[src/design/bpu_cfg_pkg.sv]
package bpu_cfg_pkg;

    // default geometry of the predictor
    // bpu_top takes these as parameter defaults and hands them down

    // first fetch address after reset
    parameter logic [31:0] INIT_PC = 32'h1c00_0000;

    // btb and bht share one index, 64 entries
    parameter int BTB_IDX_LEN = 6;

    parameter int TAG_LEN = 6; // tag bits above both hash fields

    // per-entry local history, needs at least 2 bits
    parameter int HIST_LEN = 4;

    // low pc bits (from bit 2 up) appended to the history for the pht
    parameter int PHT_PC_LEN = 4;

    // return stack entries, keep it a power of two
    // so the pointer wraps by itself
    parameter int RAS_DEPTH = 8;

endpackage

[src/design/bpu_ras.sv]
`timescale 1ns/100ps

module bpu_ras #(
    parameter int RAS_DEPTH = bpu_cfg_pkg::RAS_DEPTH
) (
    input  logic        clk,
    input  logic        rst_n,
    input  logic        push_i,
    input  logic        pop_i,
    input  logic [31:0] call_pc_i, // pc of the call itself
    output logic [31:0] top_o
);

    localparam int PTR_LEN = $clog2(RAS_DEPTH);

    logic [31:0]        stack [RAS_DEPTH];
    logic [PTR_LEN-1:0] top_ptr;  // points at the current top
    logic [PTR_LEN-1:0] push_ptr; // slot above the top

    assign push_ptr = top_ptr + 1'b1; // wraps onto the oldest entry

    // all ones means empty so the first push lands in slot 0
    always_ff @(posedge clk) begin
        if (!rst_n) begin
            top_ptr <= '1;
        end else if (push_i) begin
            top_ptr <= push_ptr;
        end else if (pop_i) begin
            top_ptr <= top_ptr - 1'b1; // no underflow guard
        end
    end

    always_ff @(posedge clk) begin
        if (push_i) begin
            stack[push_ptr] <= call_pc_i + 32'd4; // return address
        end
    end

    assign top_o = stack[top_ptr];

endmodule

[config.mk]
export PLATFORM = sky130hd
export DESIGN_NAME = bpu_ras
export DESIGN_NICKNAME = d
export VERILOG_FILES = /design/src/design/bpu_cfg_pkg.sv /design/src/design/bpu_ras.sv
export SDC_FILE = /design/constraint.sdc
export NUM_CORES = 1
export LEC_CHECK = 0
export ABC_AREA = 0
export BUFFER_PORTS_ARGS = -buffer_cell sky130_fd_sc_hd__buf_2
export CAP_MARGIN = 20
export CORE_ASPECT_RATIO = 1.4
export CORE_MARGIN = 4
export CORE_UTILIZATION = 50
export DETAILED_ROUTE_END_ITERATION = 12
export HOLD_SLACK_MARGIN = 0.1
export PLACE_DENSITY = 0.75
export SLEW_MARGIN = 20
export SYNTH_ARGS = -nofsm -noshare
export SYNTH_HDL_FRONTEND = slang
export SYNTH_SLANG_ARGS = --single-unit
[constraint.sdc]
create_clock -name clk -period 4.4 [get_ports clk]
set_clock_uncertainty 0.2 [all_clocks]
set_input_delay 0.22 -clock clk [delete_from_list [all_inputs] [get_ports clk]]
set_output_delay 0.22 -clock clk [all_outputs]
set_load 0.01 [all_outputs]
Word level (Yosys, flattened, before mapping)
Memories as Yosys holds them, arrays and structs flattened. A register that Yosys moved wholly into a read port is not among the register bits. Index checks and enable logic that the tools add are counted.

Register bits: 3. RAM bits: 256. Input port bits: 36. Output and inout port bits: 32. Memories kept: 1.

Memories: stack (depth 8, width 32, rd ports 1, clocked after Yosys merged registers in 1, write ports 1, line bpu_ras.sv:16) `logic [31:0] stack [RAS_DEPTH];`.

Add/subtract/negate cells: 3. Mux-type cells: 6. Reduce and logical (&&, ||, !) cells: 1.

Operators by type and width (number): $add A32 B3 Y32 const B (1); $mux W3 (4); $add A3 B1 Y3 const B (1); $sub A3 B1 Y3 const B (1); $mux W1 (2); $reduce_bool A2 Y1 (1).

Logic depth before layout (Yosys ltp)
Depth after elaboration: 5. Depth in mapped cells: 6. Mapped depth without buffers: 6.

Least setup slack after synthesis
No wires, ideal clock.

Kind: register to register. Start point: register top_ptr[0]. End point: memory stack[0][0], enable pin. Library setup time: 0.461 ns. Data arrival time: 3.255 ns. Required time: 3.739 ns. Slack: 0.484 ns. Stages on the path, launching flop included: 5. Buffers on the path: 0. Clock period less this slack: 3.916 ns. Path through: dfxtp_1 > inv_1 > ha_1 > nand2b_1 > nor3_1.

Longest elaborated chain between the ends: 1.

RTL lines: start, declared (line bpu_ras.sv:17) `logic [PTR_LEN-1:0] top_ptr;`; start signal, assigned (line bpu_ras.sv:27) `top_ptr <= push_ptr;`; start signal, assigned (line bpu_ras.sv:29) `top_ptr <= top_ptr - 1'b1;`; $add A3 B1 Y3 (line bpu_ras.sv:20) `assign push_ptr = top_ptr + 1'b1;`; end, declared (line bpu_ras.sv:16).

Every way passes these cells.

==> Implementation_results.wiki <==
{| class="wikitable"
! Metric !! Value
|-
| Status || complete, no violations
|-
| Placed wire-length estimate after detailed placement || 12.43 mm
|-
| Clock transition at the register clock pins on the worst setup and hold paths after CTS || about 0.06 ns
|-
| Static leakage || around 4.1 nW
|-
| Number of I/O pins || between 60 and 70
|-
| Total setup violations reported at the end of the flow || 0
|-
| Count of input and output buffers || 67
|-
| Deepest clock path buffer count || 3
|-
| Vias after detailed routing || 5,100
|-
| Required time at the endpoint of the critical path || 3.98 ns
|-
| Wire length of the first global-routing pass || roughly 32 mm
|-
| Worst Tran Pin Value || around 0.96 ns
|-
| Largest stage delay on the critical path || approximately 0.69 ns
|-
| Synth Cell Area || about 0.010 mm2
|-
| Total routing resource utilization after global routing || around a fifth
|-
| Final Net Count || roughly 650
|-
| Hold Crit Class || in2reg
|-
| Post-cts sizing count || 0
|-
| Detailed-route wire length per cell || 23.86 um
|-
| Fraction of the yosys area taken by sequential cells || between 70 and 80%
|-
| CTS tree || built
|-
| Number of library cell types mapped by synthesis || 28
|-
| WP buf/inv || 2
|-
| Maximum operating frequency || 328.6 MHz
|-
| Pin count of the biggest net entering global routing || 65
|-
| Iteration-0 DRC count of the detailed router || 407
|-
| Critical path start-end classification || reg2out
|-
| Number of instances in the synthesized netlist || a little under 500
|-
| Pins Over Slew Limit || 0
|-
| Layout cells sized above 1 || 36.20%
|-
| Total detailed-routing wirelength || 21.06 mm
|-
| Total CTS buffers || 23
|-
| Worst setup SP type || flip-flop
|-
| Worst setup slack after placement || ~1.7 ns
|-
| Count of fill cells added during filler insertion || between 1,000 and 1,500
|-
| Final Worst Setup Slack || roughly 1.4 ns
|-
| Root buffer selected by CTS || clkbuf_16
|-
| Power density over cell area || 460.9 mW/mm2
|-
| Final hold violations || 0
|-
| Total Negative Setup Slacks || 0 ns
|-
| Routability-driven placement congestion ratio || approximately 0.77
|-
| DRC violations left || 0
|-
| Slew margin rel. || approximately 36%
|-
| FP Rows || between 60 and 70
|-
| Antenna violations before repair || 0
|-
| Number of global-route vias before repair || between 5,000 and 6,000
|-
| Routed Antenna Nets || 0
|-
| DIE AREA || approximately 0.023 mm2
|-
| Y dimension of the die || about 180 um
|-
| Max IR drop VDD || 290.9 uV
|-
| Master of the slowest instance on the critical path || dfxtp_4
|-
| Per-instance average area after synthesis || around 22 um2
|-
| Synth area leaders || edfxtp_1, mux4_2, mux2_2, xnor2_1, dfxtp_1
|-
| Net count of the mapped netlist || approximately 530
|-
| Total of max-cap violations || 0
|-
| Total congestion overflow || 0
|-
| Min Tclk post-route || 3.043 ns
|-
| Crit-path leading delay family || multiplexers
|-
| Clock network latency to the later pin of the worst-skew pair || just over 0.5 ns
|-
| Share of Yosys cell area claimed by the top area cell type || ~74%
|-
| Register bit count reported by yosys || around 260
|-
| Area added between synthesis and finish || 17.44%
|-
| Unrepaired setup endpoints after global routing || false
|-
| Starting density of the core || 50.84%
|-
| Sink Count || 262
|-
| Core footprint || roughly 0.021 mm2
|-
| Vias per inst || about 5.8
|-
| H-Tree Depth || 1
|-
| Yosys synthesis warning count || 0
|-
| Die W || roughly 130 um
|-
| Iteration count of the initial detailed-routing pass || 5
|-
| Number of diodes || 0
|-
| Sort of element at the end of the critical path || output pin
|-
| Final critical-path share of the clock period || 69.16%
|-
| Maximum net fanout on the critical path || 40
|-
| Yosys top cell by area || edfxtp_1
|-
| Critical path cell sequence || buf_12, mux4_2, mux2_2, buf_2
|-
| Signal arrival time at the worst endpoint || 2.62 ns
|}
final cells by class:
class	instances	area [um2]	area share (%)
inverter	5	18.77	0.1529
timing repair buffer	120	838.3	6.830
clock buffer	26	586.8	4.781
sequential	262	7812	63.65
multi-input combinational	200	2571	20.95
clock inverter	14	126.4	1.030
tap	256	320.3	2.610
power by group:
part | internal, mW | total (mW) | switching [mW]
sequential | 2.92 | 2.98 | 0.0632
combinational | 0.343 | 0.736 | 0.392
clock | 1.08 | 1.94 | 0.857
logic make-up (layout without fill, tap and decap cells):
family / after synthesis / after routing / synth area share [%]
buffers and inverters: 24 / 165 / 1.125
adders and majority gates: 3 / 3 / 0.3592
and+or+nand+nor: 67 / 67 / 3.759
AOI/OAI and AO/OA: 2 / 2 / 0.1317
muxes: 96 / 96 / 17.24
xor gates and xnor gates: 32 / 32 / 2.682
DFF: 262 / 262 / 74.70
repair_timing:
| action | in CTS | in global routing |
|---|---|---|
| endpoints found under the hold margin | 254 | 0 |
| buffers inserted | 0 | 0 |
| hold buffers | 37 | 0 |
per-stage QoR:
step / hold slack [ns] / power (mW) / cells / instance area (um2) / utilization, %
2_1_floorplan: 0.09608 / 3.486 / 486 / 10450 / -
3_3_place_gp: 0.2417 / 3.736 / 806 / 11190 / 54.44
3_5_place_dp: 0.2418 / 3.761 / 806 / 11190 / 54.44
4_1_cts: 0.1347 / 5.709 / 883 / 12270 / 59.71
5_1_grt: 0.1656 / 5.868 / 883 / 12270 / 59.71
6_report: 0.1441 / 5.658 / 883 / 12270 / 59.71
cell usage after synthesis:
cell        n
xnor2_1    24
nor4_1      1
mux4_2     64
clkbuf_2    1
nor4_4      2
dfxtp_1     6
and4_1      3
nand2b_1    1
inv_1       5
nand2_1    12
buf_4       7
o21ai_0     1
clkbuf_1    4
nor2_1      8
or2_2       2
nand4_1    10
buf_1       7
edfxtp_1  256
nand3_4     1
xor2_1      8
ha_1        3
and2_1      1
nor3_1      7
and3_1      4
mux2_2     32
nand3_1    14
o311ai_0    1
nand3b_1    1
routing by layer:
layer / vias to the layer above / GRT usage [%] / share of wire [%]
met4: 0 / 5.026 / 1.5
met1: 2664 / 23.62 / 38
met5: - / 0 / 0
met3: 22 / 2.593 / 4.4
li1: 2266 / - / -
met2: 148 / 33.69 / 56
path summary, 6_finish.rpt:
| kind | slack (ns) | startpoint | depth (start not counted) | end |
|---|---|---|---|---|
| max | 1.36 | flip-flop | 4 | top_o[28] |
| min | 0.14 | call_pc_i[14] | 3 | stack[7][14] |
| max reg2reg | 1.69 | top_ptr[0] | 5 | stack[2][25] |
| min reg2reg | 0.44 | top_ptr[1] | 2 | top_ptr[1] |
registers in the layout, indices dropped and copies added (netlist names), named ones only:
| signal | cells |
|---|---|
| stack | 256 |
| top_ptr | 3 |
cell usage in the layout (no fill, tap or decap), types with 2 or more instances in the layout:
cell type	n
and3_1	4
nor2_4	2
xnor2_1	24
clkinv_2	5
nor4_4	2
nand4_1	10
clkbuf_16	23
clkinv_1	4
edfxtp_1	256
buf_2	67
nand3_1	14
dfxtp_1	4
or2_2	2
bufinv_16	2
buf_4	15
nor3_2	6
xor2_1	8
mux4_2	64
ha_1	3
nand2_1	12
nor2_1	6
inv_6	2
dlygate4sd3_1	37
inv_1	5
clkbuf_1	3
mux2_2	32
and4_1	3
worst min-delay path, stage by stage:
cell and delay [ns]:
buf_2 0.13, inv_1 0.10, xnor2_1 0.19
(Power assumes the default switching activity.)
