### config.mk
export PLATFORM = sky130hd
export DESIGN_NAME = bpu_corr_decode
export DESIGN_NICKNAME = d
export VERILOG_FILES = /design/src/design/bpu_pkg.sv /design/src/design/bpu_corr_decode.sv
export SDC_FILE = /design/constraint.sdc
export NUM_CORES = 1
export LEC_CHECK = 0
export BUFFER_PORTS_ARGS = -buffer_cell sky130_fd_sc_hd__buf_4
export CORE_ASPECT_RATIO = 1.75
export CORE_MARGIN = 4
export CORE_UTILIZATION = 38
export CTS_BUF_LIST = sky130_fd_sc_hd__clkbuf_4
export CTS_CLUSTER_SIZE = 40
export DETAILED_ROUTE_END_ITERATION = 16
export PLACE_DENSITY = 0.76
export RECOVER_POWER = 100
export SETUP_SLACK_MARGIN = 0.05
export SLEW_MARGIN = 20
export SYNTH_ARGS = -nofsm -noshare
export SYNTH_HDL_FRONTEND = slang
export SYNTH_SLANG_ARGS = --single-unit
### constraint.sdc
create_clock -name clk -period 1.9 [get_ports clk]
set_input_delay 0.285 -clock clk [delete_from_list [all_inputs] [get_ports clk]]
set_output_delay 0.285 -clock clk [all_outputs]
set_load 0.01 [all_outputs]
### src/design/bpu_pkg.sv
package bpu_pkg;

    // branch kind as reported by the backend and kept in the btb
    typedef enum logic [2:0] {
        BR_NPC  = 3'd0, // plain instruction
        BR_COND = 3'd1, // beq bne blt bge bltu bgeu
        BR_CALL = 3'd2, // bl, pushes pc + 4
        BR_RET  = 3'd3, // jirl used as return
        BR_JUMP = 3'd4  // b, always taken
    } br_type_e;

    // 2-bit saturating counter, one step toward the outcome
    function automatic logic [1:0] next_scnt(input logic [1:0] cnt, input logic taken);
        logic [1:0] res;
        res = cnt;
        if (taken && cnt != 2'b11) begin
            res = cnt + 2'b01;
        end else if (!taken && cnt != 2'b00) begin
            res = cnt - 2'b01;
        end
        return res;
    endfunction

    // index = pc[2 +: len] ^ pc[2+len +: len], result in the low len bits
    function automatic logic [31:0] btb_index(input logic [31:0] pc, input int idx_len);
        logic [31:0] res;
        res = '0;
        for (int i = 0; i < 15; i++) begin
            if (i < idx_len) begin
                res[i] = pc[2 + i] ^ pc[2 + idx_len + i];
            end
        end
        return res;
    endfunction

    // tag sits directly above both index fields
    function automatic logic [31:0] btb_tag(input logic [31:0] pc, input int idx_len,
                                            input int tag_len);
        logic [31:0] res;
        res = '0;
        for (int i = 0; i < 30; i++) begin
            if (i < tag_len && (2 + 2 * idx_len + i) < 32) begin
                res[i] = pc[2 + 2 * idx_len + i];
            end
        end
        return res;
    endfunction

endpackage

### src/design/bpu_corr_decode.sv
`timescale 1ns/100ps

module bpu_corr_decode (
    input  logic              clk,
    input  logic              rst_n,
    // backend correction, single-cycle pulse
    input  logic              corr_valid_i,
    input  logic [31:0]       corr_pc_i,
    input  bpu_pkg::br_type_e corr_br_type_i,
    input  logic              corr_taken_i,
    input  logic [31:0]       corr_target_i,
    input  logic              corr_redirect_i,
    // held copy, valid for one cycle
    output logic              upd_valid_o,
    output logic [31:0]       upd_pc_o,
    output bpu_pkg::br_type_e upd_type_o,
    output logic              upd_taken_o,
    output logic [31:0]       upd_target_o,
    // decoded actions
    output logic              btb_we_o,
    output logic              hist_we_o,
    output logic              ras_push_o,
    output logic              ras_pop_o,
    output logic              redir_valid_o,
    output logic [31:0]       redir_pc_o
);

    logic upd_redirect; // redirect request travelling with the payload

    // only the valid flag needs a reset, payload follows it
    always_ff @(posedge clk) begin
        if (!rst_n) begin
            upd_valid_o <= 1'b0;
        end else begin
            upd_valid_o <= corr_valid_i;
        end
    end

    always_ff @(posedge clk) begin
        upd_pc_o     <= corr_pc_i;
        upd_type_o   <= corr_br_type_i;
        upd_taken_o  <= corr_taken_i;
        upd_target_o <= corr_target_i;
        upd_redirect <= corr_redirect_i;
    end

    assign btb_we_o   = upd_valid_o && (upd_type_o != bpu_pkg::BR_NPC); // any real branch
    assign hist_we_o  = upd_valid_o && (upd_type_o == bpu_pkg::BR_COND); // counters: cond only
    assign ras_push_o = upd_valid_o && (upd_type_o == bpu_pkg::BR_CALL);
    assign ras_pop_o  = upd_valid_o && (upd_type_o == bpu_pkg::BR_RET);

    // fall-through when resolved not taken
    assign redir_valid_o = upd_valid_o && upd_redirect;
    assign redir_pc_o    = upd_taken_o ? upd_target_o : upd_pc_o + 32'd4;

    // stack sees at most one operation per cycle
    a_push_pop_excl: assert property (@(posedge clk) disable iff (!rst_n)
        !(ras_push_o && ras_pop_o));

endmodule

# ---- Word level (Yosys, flattened, before mapping)
# Index checks and enable logic that the tools add are counted.
dict set report word_totals {
  ff_bits 70
  in_bits 72
  output_inout_bits 106
  word_cells 17
}
dict set report classes {
  addsub 1
  eq_ne 3
  muxes 1
  n_reduce_logical 6
}
# cell n
set op_table {}
lappend op_table {{adder 32 x 3 -> 32 bit (second input constant)} 1}
lappend op_table {{two-way mux 32 bit} 1}
lappend op_table {{== test 3 x 2 -> 1 bit (second input constant)} 2}
lappend op_table {{logical AND 1 bit} 5}
lappend op_table {{== test 3 x 1 -> 1 bit (second input constant)} 1}
lappend op_table {{nonzero test 3 bit} 1}

# ---- Logic depth before layout (Yosys ltp)
dict set report depth {
  depth_word 2
  depth_mapped 6
  depth_no_buf 5
}

# ---- Worst setup path before layout
# No wires, ideal clock.
dict set report synth_path {
  path_kind {register to output}
  startpoint {reg upd_pc_o[11]}
  endpoint {out redir_pc_o[29]}
  t_arrival_ns 2.016
  required_time_ns 1.615
  slack_ns -0.401
  stages_incl_launch_ff 6
  path_buffers 1
  cell_sequence {dfxtp_1 > nand3_2 > or4_4 > buf_6 > or4b_1 > a31oi_1}
}
dict set report synth_between {
  elab_chain_cells 2
}
# item line
set synth_lines {}
lappend synth_lines {{start, declared} bpu_corr_decode.sv:15} ;# output logic [31:0] upd_pc_o,
lappend synth_lines {{start signal, assigned} bpu_corr_decode.sv:40} ;# upd_pc_o <= corr_pc_i;
lappend synth_lines {{adder 32 x 3 -> 32 bit} bpu_corr_decode.sv:54} ;# assign redir_pc_o = upd_taken_o ? upd_target_o : upd_pc_o + 32'd4;
lappend synth_lines {{two-way mux 32 bit} bpu_corr_decode.sv:54}
lappend synth_lines {{end, declared} bpu_corr_decode.sv:25} ;# output logic [31:0] redir_pc_o
# Every way passes these cells.

# ---- Worst setup path after layout
dict set report layout_path {
  startpoint {reg upd_pc_o[2]}
  endpoint {out redir_pc_o[30]}
}
# The elaborated chain is that of the path after synthesis.

==> impl_results.md <==
* Run status: finished with violations
* Failing checks: negative setup slack
* Post-route clock period utilization at 1.49
* Initial antenna violation count at 1
* FP Rows at 38
* Critical Path End Type: primary output
* PD cells at 673 mW/mm^2
* Inst Count DP at 554
* Maximum VDD drop at 853 uV
* Ports at 178
* Met1 Use GR at 0.347
* Clk sinks at 70
* Largest net degree at the start of global routing at 38
* GRT overflow at 0
* 1st-pass router iterations at 7
* First-pass GRT wire length at 22,600 um
* Most Used Layer, Global Route: met2
* Total die area at 0.00796 mm^2
* Placement Cell Area at 0.00443 mm^2
* Cells after synthesis at 252
* Hold WC Path Type: primary input to register
* Clock transition at path regs at 0.13 ns
* Avg Inst Size Synth at 9.88 um^2
* Most used DFF post-synth: dfxtp_1
* GRT met2 Usage at 0.670
* Design Area, Final at 0.00588 mm^2
* Worst EP required at 1.62 ns
* Chip Width at 69.2 um
* Root buffer cell: clkbuf_4
* H-tree depth at 3
* Max Cap Viol at 0
* Max-slew violations at 0
* Via/cell ratio at 6.08
* Initial DRC count at 542
* Hold Fails Final Rpt at 0
* Number of global-route vias before repair at 4,077
* Slew headroom at 0.612
* Met3 usage at 0.110
* Crit path DAT at 2.55 ns
* Initial Util at 0.397
* Post-synth EDFFs at 0
* Worst-Margin Slew at 0.581 ns
* DRT antenna net count at 0
* CTS Buf Count at 9
* Non-Filler Instances at 666
* Synth-to-layout area growth at 136%
* RSZ-0062 raised after global routing: true
* WL/cell at 27.9 um
* Leak Pwr at 2.59 nW
* GRT Util Overall at 0.370
* Nets@finish at 653
* Seq/Total Area, Yosys at 0.563
* Syn_nets at 325
* Yosys top cell area share at 0.563
* Post-synth ARST share at 0
* Die Y at 115 um
* Top cells by instance count after synthesis: dfxtp_1 (70), nand2_1 (23), nor2_1 (17)
* Tmin final at 2.83 ns
* Register bit total from synthesis at 70
* Via count at 4,049
* Clock buffer depth at 2
* Final setup fails at 27
* Layout cells sized above 1 at 0.550
* Final cell utilization of the core at 0.937
* Synth cell types at 37
* Port Buffers at 177
* CTS tree: built
* Hpwl dp at 7600 um
* F_max at 353 MHz
* Worst Path Max Fanout at 2
* Final wirelength at 18,600 um
* Most frequent cell after synthesis: dfxtp_1
* Largest area contributor in the netlist: dfxtp_1
* Cell Area, Synth at 0.00249 mm^2
* YS warnings at 0
* Ranking of synthesized cells by area: dfxtp_1 (56%), nand2_1 (3.5%), a31oi_1 (3.3%), or4_1 (3.0%), nand3_1 (2.8%)
* DRC viols at 0
* Final Worst Setup Slack at -0.935 ns
* Critical path class: register to primary output
* CP Launch Type: register
* Core Box Area at 0.00628 mm^2
* Placer Congestion at 0.831
-- worst paths after layout --
check / startpoint / end / slack [ns] / cells after the start
setup / recovery: upd_pc_o[2] / redir_pc_o[30] / -0.93 / 6
hold / removal: corr_valid_i / upd_valid_o / 0.09 / 2
-- repair_timing --
item                                    CTS  global route
hold endpoints to repair                 69             0
hold buffers                             69             0
buffers inserted                          9            18
cloned                                    1             1
pin swaps                                13            26
resized for setup                        65            56
endpoints found under the setup margin   30            31
-- where the power goes --
part           internal, W  leakage [nW]  total, W  switching [W]
Clock             0.000792         0.104   0.00141       0.000617
Sequential         0.00154         0.595   0.00162      0.0000733
Combinational     0.000488          1.89  0.000932       0.000444
-- per-stage QoR --
stage               setup slack (ns)  setup TNS [ns]  total power (W)  hold slack, ns
global route                  -0.960          -17.16          0.00404          0.0846
CTS                           -0.729          -11.79          0.00374          0.0441
global placement              -0.245           -2.10          0.00227           0.389
floorplan                     -0.271           -1.10          0.00184           0.313
detailed placement            -0.279           -2.41          0.00228           0.390
finish                        -0.935          -15.33          0.00396          0.0904
-- logic make-up (layout without fill, tap and decap cells) --
| logic type | Yosys count | in the layout | synth area share |
|---|---|---|---|
| other | 0 | 1 | 0 |
| xor gates and xnor gates | 13 | 13 | 0.0458 |
| AOI/OAI and AO/OA | 45 | 45 | 0.118 |
| and+or+nand+nor | 102 | 102 | 0.224 |
| DFF | 70 | 70 | 0.563 |
| buffers and inverters | 18 | 351 | 0.0302 |
| muxes | 3 | 3 | 0.0136 |
| adders and majority gates | 1 | 1 | 0.00503 |
-- sequential cells by signal (all words and copies together) (netlist names) --
register,count
upd_pc_o,32
upd_redirect,1
upd_taken_o,1
upd_target_o,32
upd_type_o,3
upd_valid_o,1
-- placed cells by master (no fill, tap or decap), drive strengths merged, types with 2 or more instances in the layout --
| cell | instances |
|---|---|
| clkinv | 3 |
| bufinv | 4 |
| or3 | 3 |
| a31oi | 13 |
| dfxtp | 70 |
| buf | 152 |
| nor2 | 17 |
| clkbuf | 118 |
| and2 | 3 |
| nand3 | 16 |
| o41ai | 5 |
| mux2 | 3 |
| nor4 | 6 |
| dlygate4sd3 | 69 |
| nand2 | 23 |
| nand4b | 3 |
| inv | 4 |
| xor2 | 6 |
| and3 | 4 |
| or2 | 2 |
| o21ai | 14 |
| xnor2 | 7 |
| or4 | 11 |
| o31ai | 9 |
| nand4 | 9 |
| o211ai | 2 |
-- area by class of cell --
cell class              count  area, um^2
repair buffers            330        2630
clock buffers               9        67.6
well taps                  80         100
diodes                      1        2.50
fillers                   188         395
flip-flops and latches     70        1460
inverters                   5        18.8
clock inverters             7         136
multi-input cells         164        1470
-- routing by layer --
metal  vias up  wire length (um)
li1       1575                 -
met1      1891              5630
met2       425              9330
met3       158              1750
met4         0              1870
met5         -                 0
-- worst max-delay path, stage by stage (launching register included) --
cell     delay (ns)
dfxtp_4        0.39
ha_4           0.14
nand4_1        0.31
or3_4          0.51
or4_4          0.43
a31oi_2        0.18
buf_4          0.15
Power figures use the tool's default switching activity.
