==> config.mk <==
export PLATFORM = sky130hd
export DESIGN_NAME = bpu_tables
export DESIGN_NICKNAME = d
export VERILOG_FILES = /design/src/design/bpu_cfg_pkg.sv /design/src/design/bpu_pkg.sv /design/src/design/bpu_tables.sv
export SDC_FILE = /design/constraint.sdc
export NUM_CORES = 2
export LEC_CHECK = 0
export BUFFER_PORTS_ARGS = -buffer_cell sky130_fd_sc_hd__buf_2
export CAP_MARGIN = 20
export CORE_MARGIN = 4
export CORE_UTILIZATION = 50
export CTS_CLUSTER_DIAMETER = 150
export DETAILED_ROUTE_END_ITERATION = 8
export GPL_TIMING_DRIVEN = 0
export PLACE_DENSITY = 0.72
export SYNTH_ARGS = -nofsm -noshare
export SYNTH_HDL_FRONTEND = slang
export SYNTH_SLANG_ARGS = --single-unit
==> constraint.sdc <==
create_clock -name clk -period 8.1 [get_ports clk]
set_clock_uncertainty 0.05 [all_clocks]
set_input_delay 0 -clock clk [delete_from_list [all_inputs] [get_ports clk]]
set_output_delay 0 -clock clk [all_outputs]
set_load 0.01 [all_outputs]
==> src/design/bpu_cfg_pkg.sv <==
package bpu_cfg_pkg;

    // default geometry of the predictor
    // bpu_top takes these as parameter defaults and hands them down

    // first fetch address after reset
    parameter logic [31:0] INIT_PC = 32'h1c00_0000;

    // btb and bht share one index, 64 entries
    parameter int BTB_IDX_LEN = 6;

    parameter int TAG_LEN = 6; // tag bits above both hash fields

    // per-entry local history, needs at least 2 bits
    parameter int HIST_LEN = 4;

    // low pc bits (from bit 2 up) appended to the history for the pht
    parameter int PHT_PC_LEN = 4;

    // return stack entries, keep it a power of two
    // so the pointer wraps by itself
    parameter int RAS_DEPTH = 8;

endpackage

==> src/design/bpu_pkg.sv <==
package bpu_pkg;

    // branch kind as reported by the backend and kept in the btb
    typedef enum logic [2:0] {
        BR_NPC  = 3'd0, // plain instruction
        BR_COND = 3'd1, // beq bne blt bge bltu bgeu
        BR_CALL = 3'd2, // bl, pushes pc + 4
        BR_RET  = 3'd3, // jirl used as return
        BR_JUMP = 3'd4  // b, always taken
    } br_type_e;

    // 2-bit saturating counter, one step toward the outcome
    function automatic logic [1:0] next_scnt(input logic [1:0] cnt, input logic taken);
        logic [1:0] res;
        res = cnt;
        if (taken && cnt != 2'b11) begin
            res = cnt + 2'b01;
        end else if (!taken && cnt != 2'b00) begin
            res = cnt - 2'b01;
        end
        return res;
    endfunction

    // index = pc[2 +: len] ^ pc[2+len +: len], result in the low len bits
    function automatic logic [31:0] btb_index(input logic [31:0] pc, input int idx_len);
        logic [31:0] res;
        res = '0;
        for (int i = 0; i < 15; i++) begin
            if (i < idx_len) begin
                res[i] = pc[2 + i] ^ pc[2 + idx_len + i];
            end
        end
        return res;
    endfunction

    // tag sits directly above both index fields
    function automatic logic [31:0] btb_tag(input logic [31:0] pc, input int idx_len,
                                            input int tag_len);
        logic [31:0] res;
        res = '0;
        for (int i = 0; i < 30; i++) begin
            if (i < tag_len && (2 + 2 * idx_len + i) < 32) begin
                res[i] = pc[2 + 2 * idx_len + i];
            end
        end
        return res;
    endfunction

endpackage

==> src/design/bpu_tables.sv <==
`timescale 1ns/100ps

module bpu_tables #(
    parameter int BTB_IDX_LEN = bpu_cfg_pkg::BTB_IDX_LEN,
    parameter int TAG_LEN     = bpu_cfg_pkg::TAG_LEN,
    parameter int HIST_LEN    = bpu_cfg_pkg::HIST_LEN,
    parameter int PHT_PC_LEN  = bpu_cfg_pkg::PHT_PC_LEN
) (
    input  logic              clk,
    input  logic              rst_n,
    input  logic [31:0]       fetch_pc_i,   // lookup side
    input  logic [31:0]       upd_pc_i,     // training side
    input  bpu_pkg::br_type_e upd_type_i,
    input  logic              upd_taken_i,
    input  logic [31:0]       upd_target_i,
    input  logic              btb_we_i,
    input  logic              hist_we_i,
    output logic              hit_o,
    output bpu_pkg::br_type_e hit_type_o,
    output logic [31:0]       hit_target_o,
    output logic              cnt_taken_o
);

    localparam int BTB_DEPTH   = 1 << BTB_IDX_LEN;
    localparam int PHT_IDX_LEN = HIST_LEN + PHT_PC_LEN; // {history, pc bits}
    localparam int PHT_DEPTH   = 1 << PHT_IDX_LEN;

    // btb, valid bits are the only reset state
    logic              btb_valid  [BTB_DEPTH];
    logic [TAG_LEN-1:0] btb_tag   [BTB_DEPTH];
    bpu_pkg::br_type_e btb_type   [BTB_DEPTH];
    logic [31:0]       btb_target [BTB_DEPTH];
    // local history, one per btb entry
    logic [HIST_LEN-1:0] bht [BTB_DEPTH];
    // 2-bit counters
    logic [1:0] pht [PHT_DEPTH];

    logic [31:0]            rd_hash;
    logic [31:0]            rd_tag_full;
    logic [BTB_IDX_LEN-1:0] rd_idx;
    logic [PHT_IDX_LEN-1:0] rd_pht_idx;

    logic [31:0]            wr_hash;
    logic [31:0]            wr_tag_full;
    logic [BTB_IDX_LEN-1:0] wr_idx;
    logic                   wr_match;    // same entry already in the btb
    logic [HIST_LEN-1:0]    wr_hist_old; // history before this update
    logic [HIST_LEN-1:0]    wr_hist_new;
    logic [PHT_IDX_LEN-1:0] wr_pht_idx;

    // fetch lookup, all combinational
    assign rd_hash     = bpu_pkg::btb_index(fetch_pc_i, BTB_IDX_LEN);
    assign rd_tag_full = bpu_pkg::btb_tag(fetch_pc_i, BTB_IDX_LEN, TAG_LEN);
    assign rd_idx      = rd_hash[BTB_IDX_LEN-1:0];

    assign hit_o        = btb_valid[rd_idx] && (btb_tag[rd_idx] == rd_tag_full[TAG_LEN-1:0]);
    assign hit_type_o   = btb_type[rd_idx];   // only meaningful on a hit
    assign hit_target_o = btb_target[rd_idx];

    assign rd_pht_idx  = {bht[rd_idx], fetch_pc_i[PHT_PC_LEN+1:2]};
    assign cnt_taken_o = pht[rd_pht_idx][1]; // msb = predict taken

    // update side
    assign wr_hash     = bpu_pkg::btb_index(upd_pc_i, BTB_IDX_LEN);
    assign wr_tag_full = bpu_pkg::btb_tag(upd_pc_i, BTB_IDX_LEN, TAG_LEN);
    assign wr_idx      = wr_hash[BTB_IDX_LEN-1:0];
    assign wr_match    = btb_valid[wr_idx] && (btb_tag[wr_idx] == wr_tag_full[TAG_LEN-1:0]);

    // a fresh entry starts from an empty history
    // so a shift gives just the taken bit
    assign wr_hist_old = wr_match ? bht[wr_idx] : '0;
    assign wr_hist_new = {wr_hist_old[HIST_LEN-2:0], upd_taken_i};
    assign wr_pht_idx  = {wr_hist_old, upd_pc_i[PHT_PC_LEN+1:2]};

    always_ff @(posedge clk) begin
        if (!rst_n) begin
            for (int i = 0; i < BTB_DEPTH; i++) begin
                btb_valid[i] <= 1'b0;
                bht[i]       <= '0;
            end
            for (int j = 0; j < PHT_DEPTH; j++) begin
                pht[j] <= 2'b00;
            end
        end else begin
            if (btb_we_i) begin
                btb_valid[wr_idx] <= 1'b1;
                if (!wr_match || hist_we_i) begin // allocate or train
                    bht[wr_idx] <= wr_hist_new;
                end
            end
            if (hist_we_i) begin
                pht[wr_pht_idx] <= bpu_pkg::next_scnt(pht[wr_pht_idx], upd_taken_i);
            end
        end
    end

    // entry payload, overwritten on every btb write
    always_ff @(posedge clk) begin
        if (btb_we_i) begin
            btb_tag[wr_idx]    <= wr_tag_full[TAG_LEN-1:0];
            btb_type[wr_idx]   <= upd_type_i;
            btb_target[wr_idx] <= upd_target_i;
        end
    end

    // decode only trains history for entries it also writes
    a_hist_needs_btb: assert property (@(posedge clk) disable iff (!rst_n)
        hist_we_i |-> btb_we_i);

endmodule

# After elaboration in Yosys (flattened, before gate mapping)
# Memory sizes are Yosys's and may differ from the RTL's.
# Cells that the tools add are included.
# word_totals
register_bits	0
ramBits	3456
input_bits	104
wordCells	60
mem_count	6
# classes
n_addsub	2
n_eq_ne	3
mux	26
n_bitwise	12
reduce_logical	11
# mem_list
memory	depth	word_bits	rd	rd_clocked_by_memory_dff	wr	line	source
btb_target	64	32	1	0	1	bpu_tables.sv:32	logic [31:0] btb_target [BTB_DEPTH];
pht	256	2	2	0	256	bpu_tables.sv:36	logic [1:0] pht [PHT_DEPTH];
btb_tag	64	6	2	0	1	bpu_tables.sv:30	logic [TAG_LEN-1:0] btb_tag [BTB_DEPTH];
bht	64	4	2	0	64	bpu_tables.sv:34	logic [HIST_LEN-1:0] bht [BTB_DEPTH];
btb_type	64	3	1	0	1	bpu_tables.sv:31	bpu_pkg::br_type_e btb_type [BTB_DEPTH];
btb_valid	64	1	2	0	64	bpu_tables.sv:29	logic btb_valid [BTB_DEPTH];
# op_table
cell	count
$mux 1	16
$eq 6x6->1	2
$mux 6	2
$xor 1x1->1	12
$mux 2	5
$mux 4	2
$mux 8	1
$logic_and 1x1->1	4
$reduce_or 4->1	1
$add 2x1->2 const B	1
$logic_not 1->1	2
$ne 2x2->1 const B	1
$reduce_bool 2->1	1
$reduce_or 2->1	1
$sub 2x1->2 const B	1
$logic_or 1x1->1	1
$reduce_or 1->1	1

# Logic depth before layout (Yosys ltp)
# An unclocked memory read counts as a cell.
# depth
ltp_word	13
depth_mapped	27
ltp_nobuf	19

# Least setup slack after synthesis
# No wires, ideal clock.
# synth_timing
kind	input-to-reg
from	in upd_pc_i[2]
to	mem pht[0][0], data pin
setup_time_ps	256
arrival_ps	4661
required_ps	7794
path_slack_ps	3133
path_stages	20
n_path_buf	7
path_cell_list	buf_4 > buf_1 > clkbuf_1 > buf_2 > clkbuf_1 > mux4_2 > mux4_2 > inv_1 > nand2_1 > and2_1 > inv_1 > ha_1 > inv_1 > o21ai_0 > nor3_1 > o31a_1 > a211oi_2 > buf_2 > buf_2 > nor2_1
# synth_rtl
element	line	source
start, declared	bpu_tables.sv:12	input logic [31:0] upd_pc_i,
end, declared	bpu_tables.sv:36	

==> flow_summary.yaml <==
placed_design:
  hpwl_mm: 345.1
  placedInstanceArea_sq_um: 155200
  dp.cells: 12018
  io_buffers: 107
  dp_slack_ns: -0.3610
  routabilityCongestion: 1.031
synth:
  synth_seq_cells: 3456
  synth_cell_types: 78
  async_reset_ff_share_pct: 0
  syn_avg_cell_area_sq_um: 18.63
  yosys_warnings: 0
  synthFlopType: "edfxtp_1"
  synth-edff-count: 3392
  synth_seq_area_share_pct: 70.64
  synth_fp_nets: 7943
  synth_top_family_by_area: "multiplexers"
  synth_adder_area_share_pct: 0.01714
  synthCells: 7837
  synth_area_sq_um: 146000
  synth_xor_area_share_pct: 0.2082
  synthMuxAreaShare_pct: 19.37
  synth-simple-area-share_pct: 4.432
  synth_compound_area_share_pct: 3.473
layout:
  fin_util_pct: 57.94
  layout_commonest_cell: "edfxtp_1"
  nets: 8716
  drive_above_1_share_pct: 27.31
  syn_to_final_growth_pct: 15.41
  layout_common_cells: "edfxtp_1, mux4_2, nand2_1, nor2_1, clkbuf_16"
  final_design_area_no_fill_sq_um: 168500
  final_cells: 12817
floorplanning:
  start_util_pct: 50.20
  io_pins: 141
  rows: 198
  core_area_sq_um: 290800
  die_y_um: 548.4
  fp.dieArea_sq_um: 300700
  die_w_um: 548.4
global_routing:
  gr-total-overflow: 0
  grt_pass1_wl_mm: 712.3
  groute.usage.overall_pct: 34.51
  grt_pass1_vias: 87693
  antenna_found_initial: 23
  grt_start_max_net_pins: 66
sta:
  setup_slack_ns: -0.2736
  finalMaxSlewViolations: 0
  tightest_slew_ns: 1.346
  hold_viol_final: 0
  setup_violations: 308
  relSlewSlack_pct: 10.29
  period_share_pct: 103.4
  fmax_mhz: 119.4
  period_needed_ns: 8.374
  rsz0062_at_grt: "no"
route:
  drcViolationCount: 0
  vias: 90019
  wl_mm: 524.6
  vias_per_cell: 7.023
  drt-pass1-iter-count: 9
  wl_per_cell_um: 40.93
  ant_nets: 0
  drtIter0Drc: 16920
job:
  max-cap-violations: 0
clock_tree:
  h-tree-depth: 5
  clk_pin_slew_ns: 0.07
  postCtsSetupRepairBufs: 0
  clock_latency_ns: 0.98
  cts_buffers: 353
  cts_hold_buf: 43
  cts_tree: "built"
  clock_path_buffers: 4
  clock-sinks: 3456
  post_cts_resized: 0
  ctsRootBufferMaster: "clkbuf_16"
setup_path:
  crit_arrival_ns: 8.99
  critPathLaunchType: "input port"
  endpoint_kind: "flip-flop"
  critical_path_class: "input port to flip-flop"
  worstPathRequired_ns: 8.72
  critPathMaxFanout: 10
pwr:
  vdd.ir_drop.worst_mv: 0.1821
  leakagePower_nw: 54.42
  powerDensity_nw_per_um2: 250.7
min_path:
  min_path_type: "input port to flip-flop"
status:
  violations: "setup timing"
  status: "finished, violations left"
-- worst paths after layout --
kind	cells after the start	from	slack (ns)	to
min	2	upd_target_i[9]	0.01	btb_target[17][9]
max	24	upd_pc_i[2]	-0.27	pht[13][0]
min reg2reg	1	btb_valid[27]	0.44	btb_valid[27]
max reg2reg	17	bht[10][2]	1.43	pht[13][0]
-- area by class of cell --
type,count,area (sq um)
timing repair buffer,418,5829
antenna,22,55.05
sequential,3456,103100
multi-input combinational,3727,40210
clock buffer,419,9239
clock inverter,221,2223
inverter,71,426.7
tap,3900,4880
fill,21294,122300
buffer,583,2505
-- per-layer routing --
layer / track usage [%] / wire [um] / vias up
li1: - / - / 33749
met1: 45.94 / 180300 / 46490
met2: 50.52 / 230700 / 8017
met3: 10.73 / 74300 / 1755
met4: 20.21 / 39030 / 8
met5: 0.5065 / 234 / -
-- synth_stat cells (all sizes together), types with 65 or more instances --
master / number / share of area (%)
a21oi: 296 / 1.0
buf: 253 / 0.83
clkbuf: 330 / 0.85
edfxtp: 3392 / 70
inv: 71 / 0.18
mux4: 1203 / 19
nand2: 662 / 1.7
nand3: 145 / 0.50
nor2: 623 / 1.6
o21a: 65 / 0.33
o21ai: 94 / 0.32
o22ai: 160 / 0.69
-- state kept, by name (all words and copies together), names as in the netlist --
register	count
btb_type	192
bht	256
btb_tag	384
pht	512
btb_valid	64
btb_target	2048
-- metrics by stage --
| stage | setup TNS (ns) | hold slack [ns] | total power (W) |
|---|---|---|---|
| 6_report | -31.42 | 0.01092 | 0.04224 |
| 5_1_grt | 0 | 0.01166 | 0.04307 |
| 4_1_cts | 0 | 0.004747 | 0.04194 |
| 3_5_place_dp | -85.90 | 0.3554 | 0.02587 |
| 3_3_place_gp | -543.96 | 0.3691 | 0.02562 |
| 2_1_floorplan | 0 | 0.04887 | 0.02327 |
-- power breakdown --
part	internal [W]	leakage, nW	switching, W
Clock	0.00924	5.57	0.00715
Combinational	0.00201	16.8	0.00378
Sequential	0.0199	32.0	0.000130
-- critical path, stage by stage --
cell,delay [ns]
buf_4,0.20
xnor2_2,0.56
buf_2,0.62
buf_2,0.57
buf_2,0.60
clkbuf_1,0.97
o221ai_1,0.29
a21oi_1,0.39
o22ai_1,0.16
nor4_1,0.39
xor2_1,0.19
a2111oi_4,0.79
o211ai_2,0.51
nand2_1,0.17
and2_1,0.19
inv_1,0.06
ha_1,0.18
inv_1,0.13
o21ai_0,0.19
a21boi_1,0.19
a211oi_2,0.53
buf_2,0.48
buf_2,0.45
nor2_1,0.09
-- kinds of logic (layout without fill, tap and decap cells) --
| kind of cell | after synthesis | in the layout |
|---|---|---|
| fa+ha+maj | 2 | 2 |
| mux | 1314 | 1314 |
| simple gates | 1572 | 1572 |
| buf+inv | 654 | 1712 |
| compound gates | 809 | 809 |
| flops | 3456 | 3456 |
| xor+xnor | 30 | 30 |
| other cells | 0 | 22 |
(Power assumes the default switching activity.)
