<file path="src/design/bpu_cfg_pkg.sv">
package bpu_cfg_pkg;

    // default geometry of the predictor
    // bpu_top takes these as parameter defaults and hands them down

    // first fetch address after reset
    parameter logic [31:0] INIT_PC = 32'h1c00_0000;

    // btb and bht share one index, 64 entries
    parameter int BTB_IDX_LEN = 6;

    parameter int TAG_LEN = 6; // tag bits above both hash fields

    // per-entry local history, needs at least 2 bits
    parameter int HIST_LEN = 4;

    // low pc bits (from bit 2 up) appended to the history for the pht
    parameter int PHT_PC_LEN = 4;

    // return stack entries, keep it a power of two
    // so the pointer wraps by itself
    parameter int RAS_DEPTH = 8;

endpackage

</file>
<file path="src/design/bpu_pkg.sv">
package bpu_pkg;

    // branch kind as reported by the backend and kept in the btb
    typedef enum logic [2:0] {
        BR_NPC  = 3'd0, // plain instruction
        BR_COND = 3'd1, // beq bne blt bge bltu bgeu
        BR_CALL = 3'd2, // bl, pushes pc + 4
        BR_RET  = 3'd3, // jirl used as return
        BR_JUMP = 3'd4  // b, always taken
    } br_type_e;

    // 2-bit saturating counter, one step toward the outcome
    function automatic logic [1:0] next_scnt(input logic [1:0] cnt, input logic taken);
        logic [1:0] res;
        res = cnt;
        if (taken && cnt != 2'b11) begin
            res = cnt + 2'b01;
        end else if (!taken && cnt != 2'b00) begin
            res = cnt - 2'b01;
        end
        return res;
    endfunction

    // index = pc[2 +: len] ^ pc[2+len +: len], result in the low len bits
    function automatic logic [31:0] btb_index(input logic [31:0] pc, input int idx_len);
        logic [31:0] res;
        res = '0;
        for (int i = 0; i < 15; i++) begin
            if (i < idx_len) begin
                res[i] = pc[2 + i] ^ pc[2 + idx_len + i];
            end
        end
        return res;
    endfunction

    // tag sits directly above both index fields
    function automatic logic [31:0] btb_tag(input logic [31:0] pc, input int idx_len,
                                            input int tag_len);
        logic [31:0] res;
        res = '0;
        for (int i = 0; i < 30; i++) begin
            if (i < tag_len && (2 + 2 * idx_len + i) < 32) begin
                res[i] = pc[2 + 2 * idx_len + i];
            end
        end
        return res;
    endfunction

endpackage

</file>
<file path="src/design/bpu_npc_select.sv">
`timescale 1ns/100ps

module bpu_npc_select #(
    parameter logic [31:0] INIT_PC = bpu_cfg_pkg::INIT_PC
) (
    input  logic              clk,
    input  logic              rst_n,
    // table and stack lookup for the current pc
    input  logic              hit_i,
    input  bpu_pkg::br_type_e hit_type_i,
    input  logic [31:0]       hit_target_i,
    input  logic              cnt_taken_i,
    input  logic [31:0]       ras_top_i,
    // backend redirect
    input  logic              redir_valid_i,
    input  logic [31:0]       redir_pc_i,
    // prediction sender
    output logic              pred_valid_o,
    input  logic              pred_ready_i,
    output logic [31:0]       pred_pc_o,
    output logic [31:0]       pred_npc_o,
    output logic              pred_taken_o,
    output bpu_pkg::br_type_e pred_br_type_o
);

    logic [31:0] pc_q;
    logic        valid_q;
    logic [31:0] seq_pc; // fall-through
    logic        fire;   // transfer this cycle

    assign seq_pc = pc_q + 32'd4;
    assign fire   = valid_q && pred_ready_i;

    always_comb begin
        pred_taken_o = 1'b0;
        pred_npc_o   = seq_pc;
        if (hit_i) begin
            case (hit_type_i)
                bpu_pkg::BR_JUMP, bpu_pkg::BR_CALL: begin
                    pred_taken_o = 1'b1;
                    pred_npc_o   = hit_target_i;
                end
                bpu_pkg::BR_RET: begin // target comes from the stack
                    pred_taken_o = 1'b1;
                    pred_npc_o   = ras_top_i;
                end
                bpu_pkg::BR_COND: begin
                    pred_taken_o = cnt_taken_i;
                    pred_npc_o   = cnt_taken_i ? hit_target_i : seq_pc;
                end
                default: begin
                    pred_taken_o = 1'b0;
                    pred_npc_o   = seq_pc;
                end
            endcase
        end
    end

    assign pred_br_type_o = hit_i ? hit_type_i : bpu_pkg::BR_NPC;
    assign pred_pc_o      = pc_q;
    assign pred_valid_o   = valid_q;

    // redirect wins over a transfer, the offered pc is dropped
    always_ff @(posedge clk) begin
        if (!rst_n) begin
            pc_q    <= INIT_PC;
            valid_q <= 1'b0;
        end else begin
            valid_q <= 1'b1; // up from the first cycle after reset
            if (redir_valid_i) begin
                pc_q <= redir_pc_i;
            end else if (fire) begin
                pc_q <= pred_npc_o;
            end
        end
    end

    // back-pressure holds the offered pc
    a_pc_hold: assert property (@(posedge clk) disable iff (!rst_n)
        pred_valid_o && !pred_ready_i && !redir_valid_i |=> $stable(pc_q));

endmodule

</file>
<file path="config.mk">
export PLATFORM = sky130hd
export DESIGN_NAME = bpu_npc_select
export DESIGN_NICKNAME = d
export VERILOG_FILES = /design/src/design/bpu_cfg_pkg.sv /design/src/design/bpu_pkg.sv /design/src/design/bpu_npc_select.sv
export SDC_FILE = /design/constraint.sdc
export NUM_CORES = 1
export LEC_CHECK = 0
export ABC_AREA = 0
export BUFFER_PORTS_ARGS = -buffer_cell sky130_fd_sc_hd__buf_4
export CAP_MARGIN = 20
export CORE_ASPECT_RATIO = 0.8
export CORE_UTILIZATION = 43
export DETAILED_ROUTE_END_ITERATION = 8
export GPL_TIMING_DRIVEN = 1
export PLACE_DENSITY = 0.79
export SYNTH_ARGS = -nofsm -noshare
export SYNTH_HDL_FRONTEND = slang
export SYNTH_SLANG_ARGS = --single-unit
</file>
<file path="constraint.sdc">
create_clock -name clk -period 2.4 [get_ports clk]
set_clock_uncertainty 0.2 [all_clocks]
set_input_delay 0 -clock clk [delete_from_list [all_inputs] [get_ports clk]]
set_output_delay 0 -clock clk [all_outputs]
set_load 0.02 [all_outputs]
</file>
Word-level counts from Yosys, hierarchy flattened
Cells that the tools add are included.
{"block": "totals", "out_inout_bits": 69, "regBits": 33}
{"block": "classes", "reduce_logical": 4, "muxes": 9, "eq_ne": 4, "addsub": 1}
{"operator": "two-way mux 32 bit", "count": 4}
{"operator": "case mux 32 bit (3 select lines)", "count": 1}
{"operator": "adder 32 x 3 -> 32 bit (second input constant)", "count": 1}
{"operator": "== test 3 x 2 -> 1 bit (second input constant)", "count": 2}
{"operator": "== test 3 x 1 -> 1 bit (second input constant)", "count": 1}
{"operator": "== test 3 bit (second input constant)", "count": 1}
{"operator": "two-way mux 3 bit", "count": 1}
{"operator": "OR reduction 3 bit", "count": 1}
{"operator": "two-way mux 1 bit", "count": 2}
{"operator": "case mux 1 bit (2 select lines)", "count": 1}
{"operator": "nonzero test 2 bit", "count": 1}
{"operator": "OR reduction 2 bit", "count": 1}
{"operator": "logical AND 1 bit", "count": 1}

Depth between registers and ports, before layout
{"block": "depth", "depth_word": 6, "ltp_mapped": 9}

Worst setup path after synthesis
OpenSTA, ideal clock, no wires.
{"block": "synth_timing", "path_kind": "register -> register", "startpoint": "register pc_q[2] (netlist: pred_pc_o[2])", "endpoint": "register pc_q[14] (netlist: pred_pc_o[14])", "required_ps": 2113, "path_slack_ps": -95, "path_stages_with_launch": 8, "t_arrival_ps": 2208, "cell_sequence": "dfxtp_1 -> ha_1 -> inv_1 -> or4b_2 -> xor2_1 -> o22ai_2 -> nor2_1 -> o31ai_1"}
{"block": "synth_between", "elab_chain_cells": 6}
{"item": "start: declaration", "line": "bpu_npc_select.sv:26", "rtl": "logic [31:0] pc_q;"}
{"item": "start signal: assignment", "line": "bpu_npc_select.sv:71", "rtl": "pc_q <= redir_pc_i;"}
{"item": "start signal: assignment", "line": "bpu_npc_select.sv:73", "rtl": "pc_q <= pred_npc_o;"}
{"item": "adder 32 x 3 -> 32 bit *", "line": "bpu_npc_select.sv:31", "rtl": "assign seq_pc = pc_q + 32'd4;"}
{"item": "two-way mux 32 bit", "line": "bpu_npc_select.sv:49", "rtl": "pred_npc_o = cnt_taken_i ? hit_target_i : seq_pc;"}
{"item": "case mux 32 bit (3 select lines)", "line": "bpu_npc_select.sv:38", "rtl": "case (hit_type_i)"}
{"item": "two-way mux 32 bit *", "line": "bpu_npc_select.sv:37", "rtl": "if (hit_i) begin"}
{"item": "net pred_npc_o[14]", "line": "bpu_npc_select.sv:21", "rtl": "output logic [31:0] pred_npc_o,"}
{"item": "two-way mux 32 bit *", "line": "bpu_npc_select.sv:72", "rtl": "end else if (fire) begin"}
{"item": "two-way mux 32 bit *", "line": "bpu_npc_select.sv:70", "rtl": "if (redir_valid_i) begin"}
Mark *: on every way through the listed nets, which the timed path passes. The rest lies on a longest branch. The select of a mux whose other input is x is not followed.
A chain may end at the register's enable or synchronous reset.

Worst setup path after layout
{"block": "layout_timing", "startpoint": "register pc_q[2] (netlist: pred_pc_o[2])", "endpoint": "output pred_npc_o[20]"}
{"block": "layout_between", "elab_chain_cells": 4}
{"item": "adder 32 x 3 -> 32 bit *", "line": "bpu_npc_select.sv:31"}
{"item": "two-way mux 32 bit", "line": "bpu_npc_select.sv:49"}
{"item": "case mux 32 bit (3 select lines)", "line": "bpu_npc_select.sv:38"}
{"item": "two-way mux 32 bit *", "line": "bpu_npc_select.sv:37"}
{"item": "end: declaration", "line": "bpu_npc_select.sv:21"}
Every way passes the cells marked *; elsewhere a longest branch is shown, timed or not.

==> impl_metrics.py <==
metrics = {
    "outcome": {
        "status": "finished, violations left",
        "failed_checks": "setup timing",
    },
    "pwr": {
        "p_clk_frac": 0.210,
        "power_density_nw_per_um2": 367,
        "p_total_mw": 2.11,
        "power.internal_mw": 1.31,
        "switchingPower_uw": 803,
        "p_leak_nw": 2.46,
        "swShare": 0.380,
        "seqPwrFrac": 0.306,
        "pwr-share-comb": 0.484,
        "irDropWorstVdd_mv": 0.209,
    },
    "detailed_routing": {
        "post-route-drc-count": 0,
        "drtPass1Iterations": 5,
        "post_drt_wl_per_cell_um": 19.3,
        "vias": 4995,
        "drt-total-wl_um": 15800,
        "drtAntennaViolNets": 0,
        "drtIter0Drc": 378,
        "via_per_inst": 6.10,
    },
    "logic_synthesis": {
        "syn-num-nets": 598,
        "synthTopCellsByArea": "dfxtp_1 (19%), mux2_2 (10%), nand2_1 (7.3%)",
        "netlist_instances": 491,
        "synth_cell_types": 53,
        "yosysTopAreaCellShare": 0.190,
        "synth-seq-cells": 33,
        "async_flop_share": 0,
        "synth_edf_count": 0,
        "yosysWarnings": 0,
        "synth_top_area_cell": "dfxtp_1",
        "syn_area_um2": 3480,
        "synth_seq_area_share": 0.190,
        "syn_area_per_cell_um2": 7.08,
        "synth_flop_cell": "dfxtp_1",
    },
    "clock_tree": {
        "cts_buffers": 5,
        "htreeDepth": 2,
        "clkSinkCount": 33,
        "clockRootBuffer": "clkbuf_8",
        "worstSkewPairLatency_ps": 290,
        "cts_tree": "yes",
        "cts_buffer_depth": 2,
        "clk_pin_slew_ps": 70,
    },
    "floorplanning": {
        "coreArea_um2": 7600,
        "die_w_um": 103,
        "ios": 174,
        "start_util": 0.457,
        "die_y_um": 82.4,
        "rows": 28,
        "die_area_um2": 8450,
    },
    "grt": {
        "grt_max_degree": 39,
        "grt_antenna_before_repair": 0,
        "grt_pass1_wl_um": 22200,
        "track_usage": 0.345,
        "grt_pass1_vias": 4300,
        "grt.overflow.total": 0,
    },
    "sta": {
        "fmax_mhz": 410,
        "max_slew_margin": 0.469,
        "min_period_ps": 2440,
        "min_period_over_period": 1.02,
        "slew_viol_final": 0,
        "final_critical_path_setup_slack_ps": -39.7,
        "worstMarginPinSlew_ps": 795,
        "setup_viol": 2,
        "finalHoldViolations": 0,
    },
    "place": {
        "gp_congestion": 0.922,
        "io_buffers": 173,
        "dp.cells": 753,
        "dpl_cell_area_um2": 4960,
        "hpwl_um": 10600,
    },
    "layout": {
        "multi_input_area_um2": 2720,
        "fillers": 571,
        "antennaDiodeCount": 0,
        "regArea_um2": 701,
        "final_cells": 819,
        "fin_area_um2": 5740,
        "final_layout_size_suffix_gt1_frac": 0.402,
        "fin_util": 0.756,
        "area_delta_synth_final_pct": 65.2,
        "fin_nets": 821,
    },
    "worst_setup_path": {
        "endpoint_kind": "primary output",
        "critPathArrivalTime_ps": 2240,
        "path_class": "register to primary output",
        "cp.required_ps": 2200,
        "cp-start-kind": "register",
        "crit_fanout": 7,
    },
    "flow_run": {
        "max_cap_violations": 0,
    },
    "worst_hold_path": {
        "worstHoldPathType": "input pin to register",
    },
}
-- area by class of cell --
cell class,count,share of cell area
Timing Repair Buffer,257,0.363
Multi-Input combinational cell,411,0.474
Tap cell,105,0.0229
Inverter,6,0.00392
Clock buffer,7,0.0150
Sequential cell,33,0.122
-- power groups by stage --
| stage | logic, mW | clock network [mW] | registers [mW] |
|---|---|---|---|
| 6_report | 1.02 | 0.443 | 0.645 |
| 5_1_grt | 1.08 | 0.459 | 0.649 |
| 4_1_cts | 0.976 | 0.438 | 0.642 |
| 3_5_place_dp | 0.907 | 0 | 0.654 |
| 3_3_place_gp | 0.896 | 0 | 0.650 |
| 2_1_floorplan | 0.428 | 0 | 0.699 |
-- flip-flops by register name (all words and copies together) (netlist names) --
signal        cells
pred_pc_o        32
pred_valid_o      1
-- timing repair --
action,in CTS,in global routing
pin swaps,1,6
hold buffers,50,0
buffers inserted,0,8
gates resized for setup,13,30
cloned,0,1
hold endpoints to repair,33,0
endpoints found under the setup margin,9,22
-- cells in the mapped netlist, drive strengths merged, types with 2 or more instances --
master and n:
a21o 2, a21oi 27, a221o 2, a22oi 32, a2bb2oi 9, a311oi 5
a31o 6, a32o 3, a41o 4, and2 8, and3 2, and4 5
buf 12, clkbuf 30, dfxtp 33, ha 2, inv 5, mux2 32
nand2 68, nand3 21, nand4 13, nor2 41, nor3 10, o211ai 4
o21a 7, o21ai 42, o221ai 2, o22ai 16, o31ai 7, or3 7
or4 2, or4b 2, xnor2 11, xor2 11
-- final timing paths --
check | to | slack (ps) | start | cells after the start
setup reg to reg | pred_pc_o[14] | 40 | pred_pc_o[2] | 7
setup / recovery | pred_npc_o[20] | -40 | pred_pc_o[2] | 8
hold reg to reg | pred_pc_o[4] | 370 | pred_pc_o[4] | 2
hold / removal | pred_pc_o[0] | 20 | hit_target_i[0] | 4
-- cells in the final DEF (no fill, tap or decap), types with 5 or more instances in the layout --
cell,count
nor2_1,41
nand4_1,12
and2_1,7
o21a_1,7
dfxtp_1,21
a2bb2oi_1,9
o31ai_1,7
a21oi_1,27
nor3_1,7
xor2_1,11
a311oi_1,5
o22ai_1,15
nand2_1,66
buf_4,204
a31o_2,6
clkbuf_8,6
xnor2_1,11
mux2_2,32
dfxtp_4,10
nand3_1,21
o21ai_0,33
or3_1,7
dlygate4sd3_1,50
a22oi_1,32
o21ai_1,5
-- routing by layer --
metal  vias to the layer above  GRT usage  wire (µm)
met2                       377      0.545       6900
met3                        46     0.0463       1780
met1                      2278      0.490       6730
met5                         -          0          0
li1                       2294          -          -
met4                         0     0.0900        409
-- critical path, cell delays in order (launching register included) --
cell and delay, ps:
dfxtp_4 410, ha_4 170, nand4_1 120, or4_4 450, buf_4 170, o21a_1 190, o21ai_2 180, nand2_1 100
buf_4 160
-- through the flow --
step	hold WS [ps]	setup slack [ps]	TNS, ps
detailed placement	36.3	64.5	0
global placement	26.5	145	0
floorplan	-172	4.69	0
finish	16.6	-39.7	-42.5
global route	32.4	-183	-630
CTS	8.70	-0.211	-0.211
-- cells by family after synthesis --
kind of cell	Yosys count	share of synthesized area
AO/OA/AOI/OAI	171	0.331
adder cells (fa/ha/maj)	2	0.00720
AND/OR/NAND/NOR	183	0.255
flip-flops	33	0.190
multiplexers	32	0.104
XOR/XNOR	22	0.0554
buffers and inverters	48	0.0579
Power figures use the tool's default switching activity.
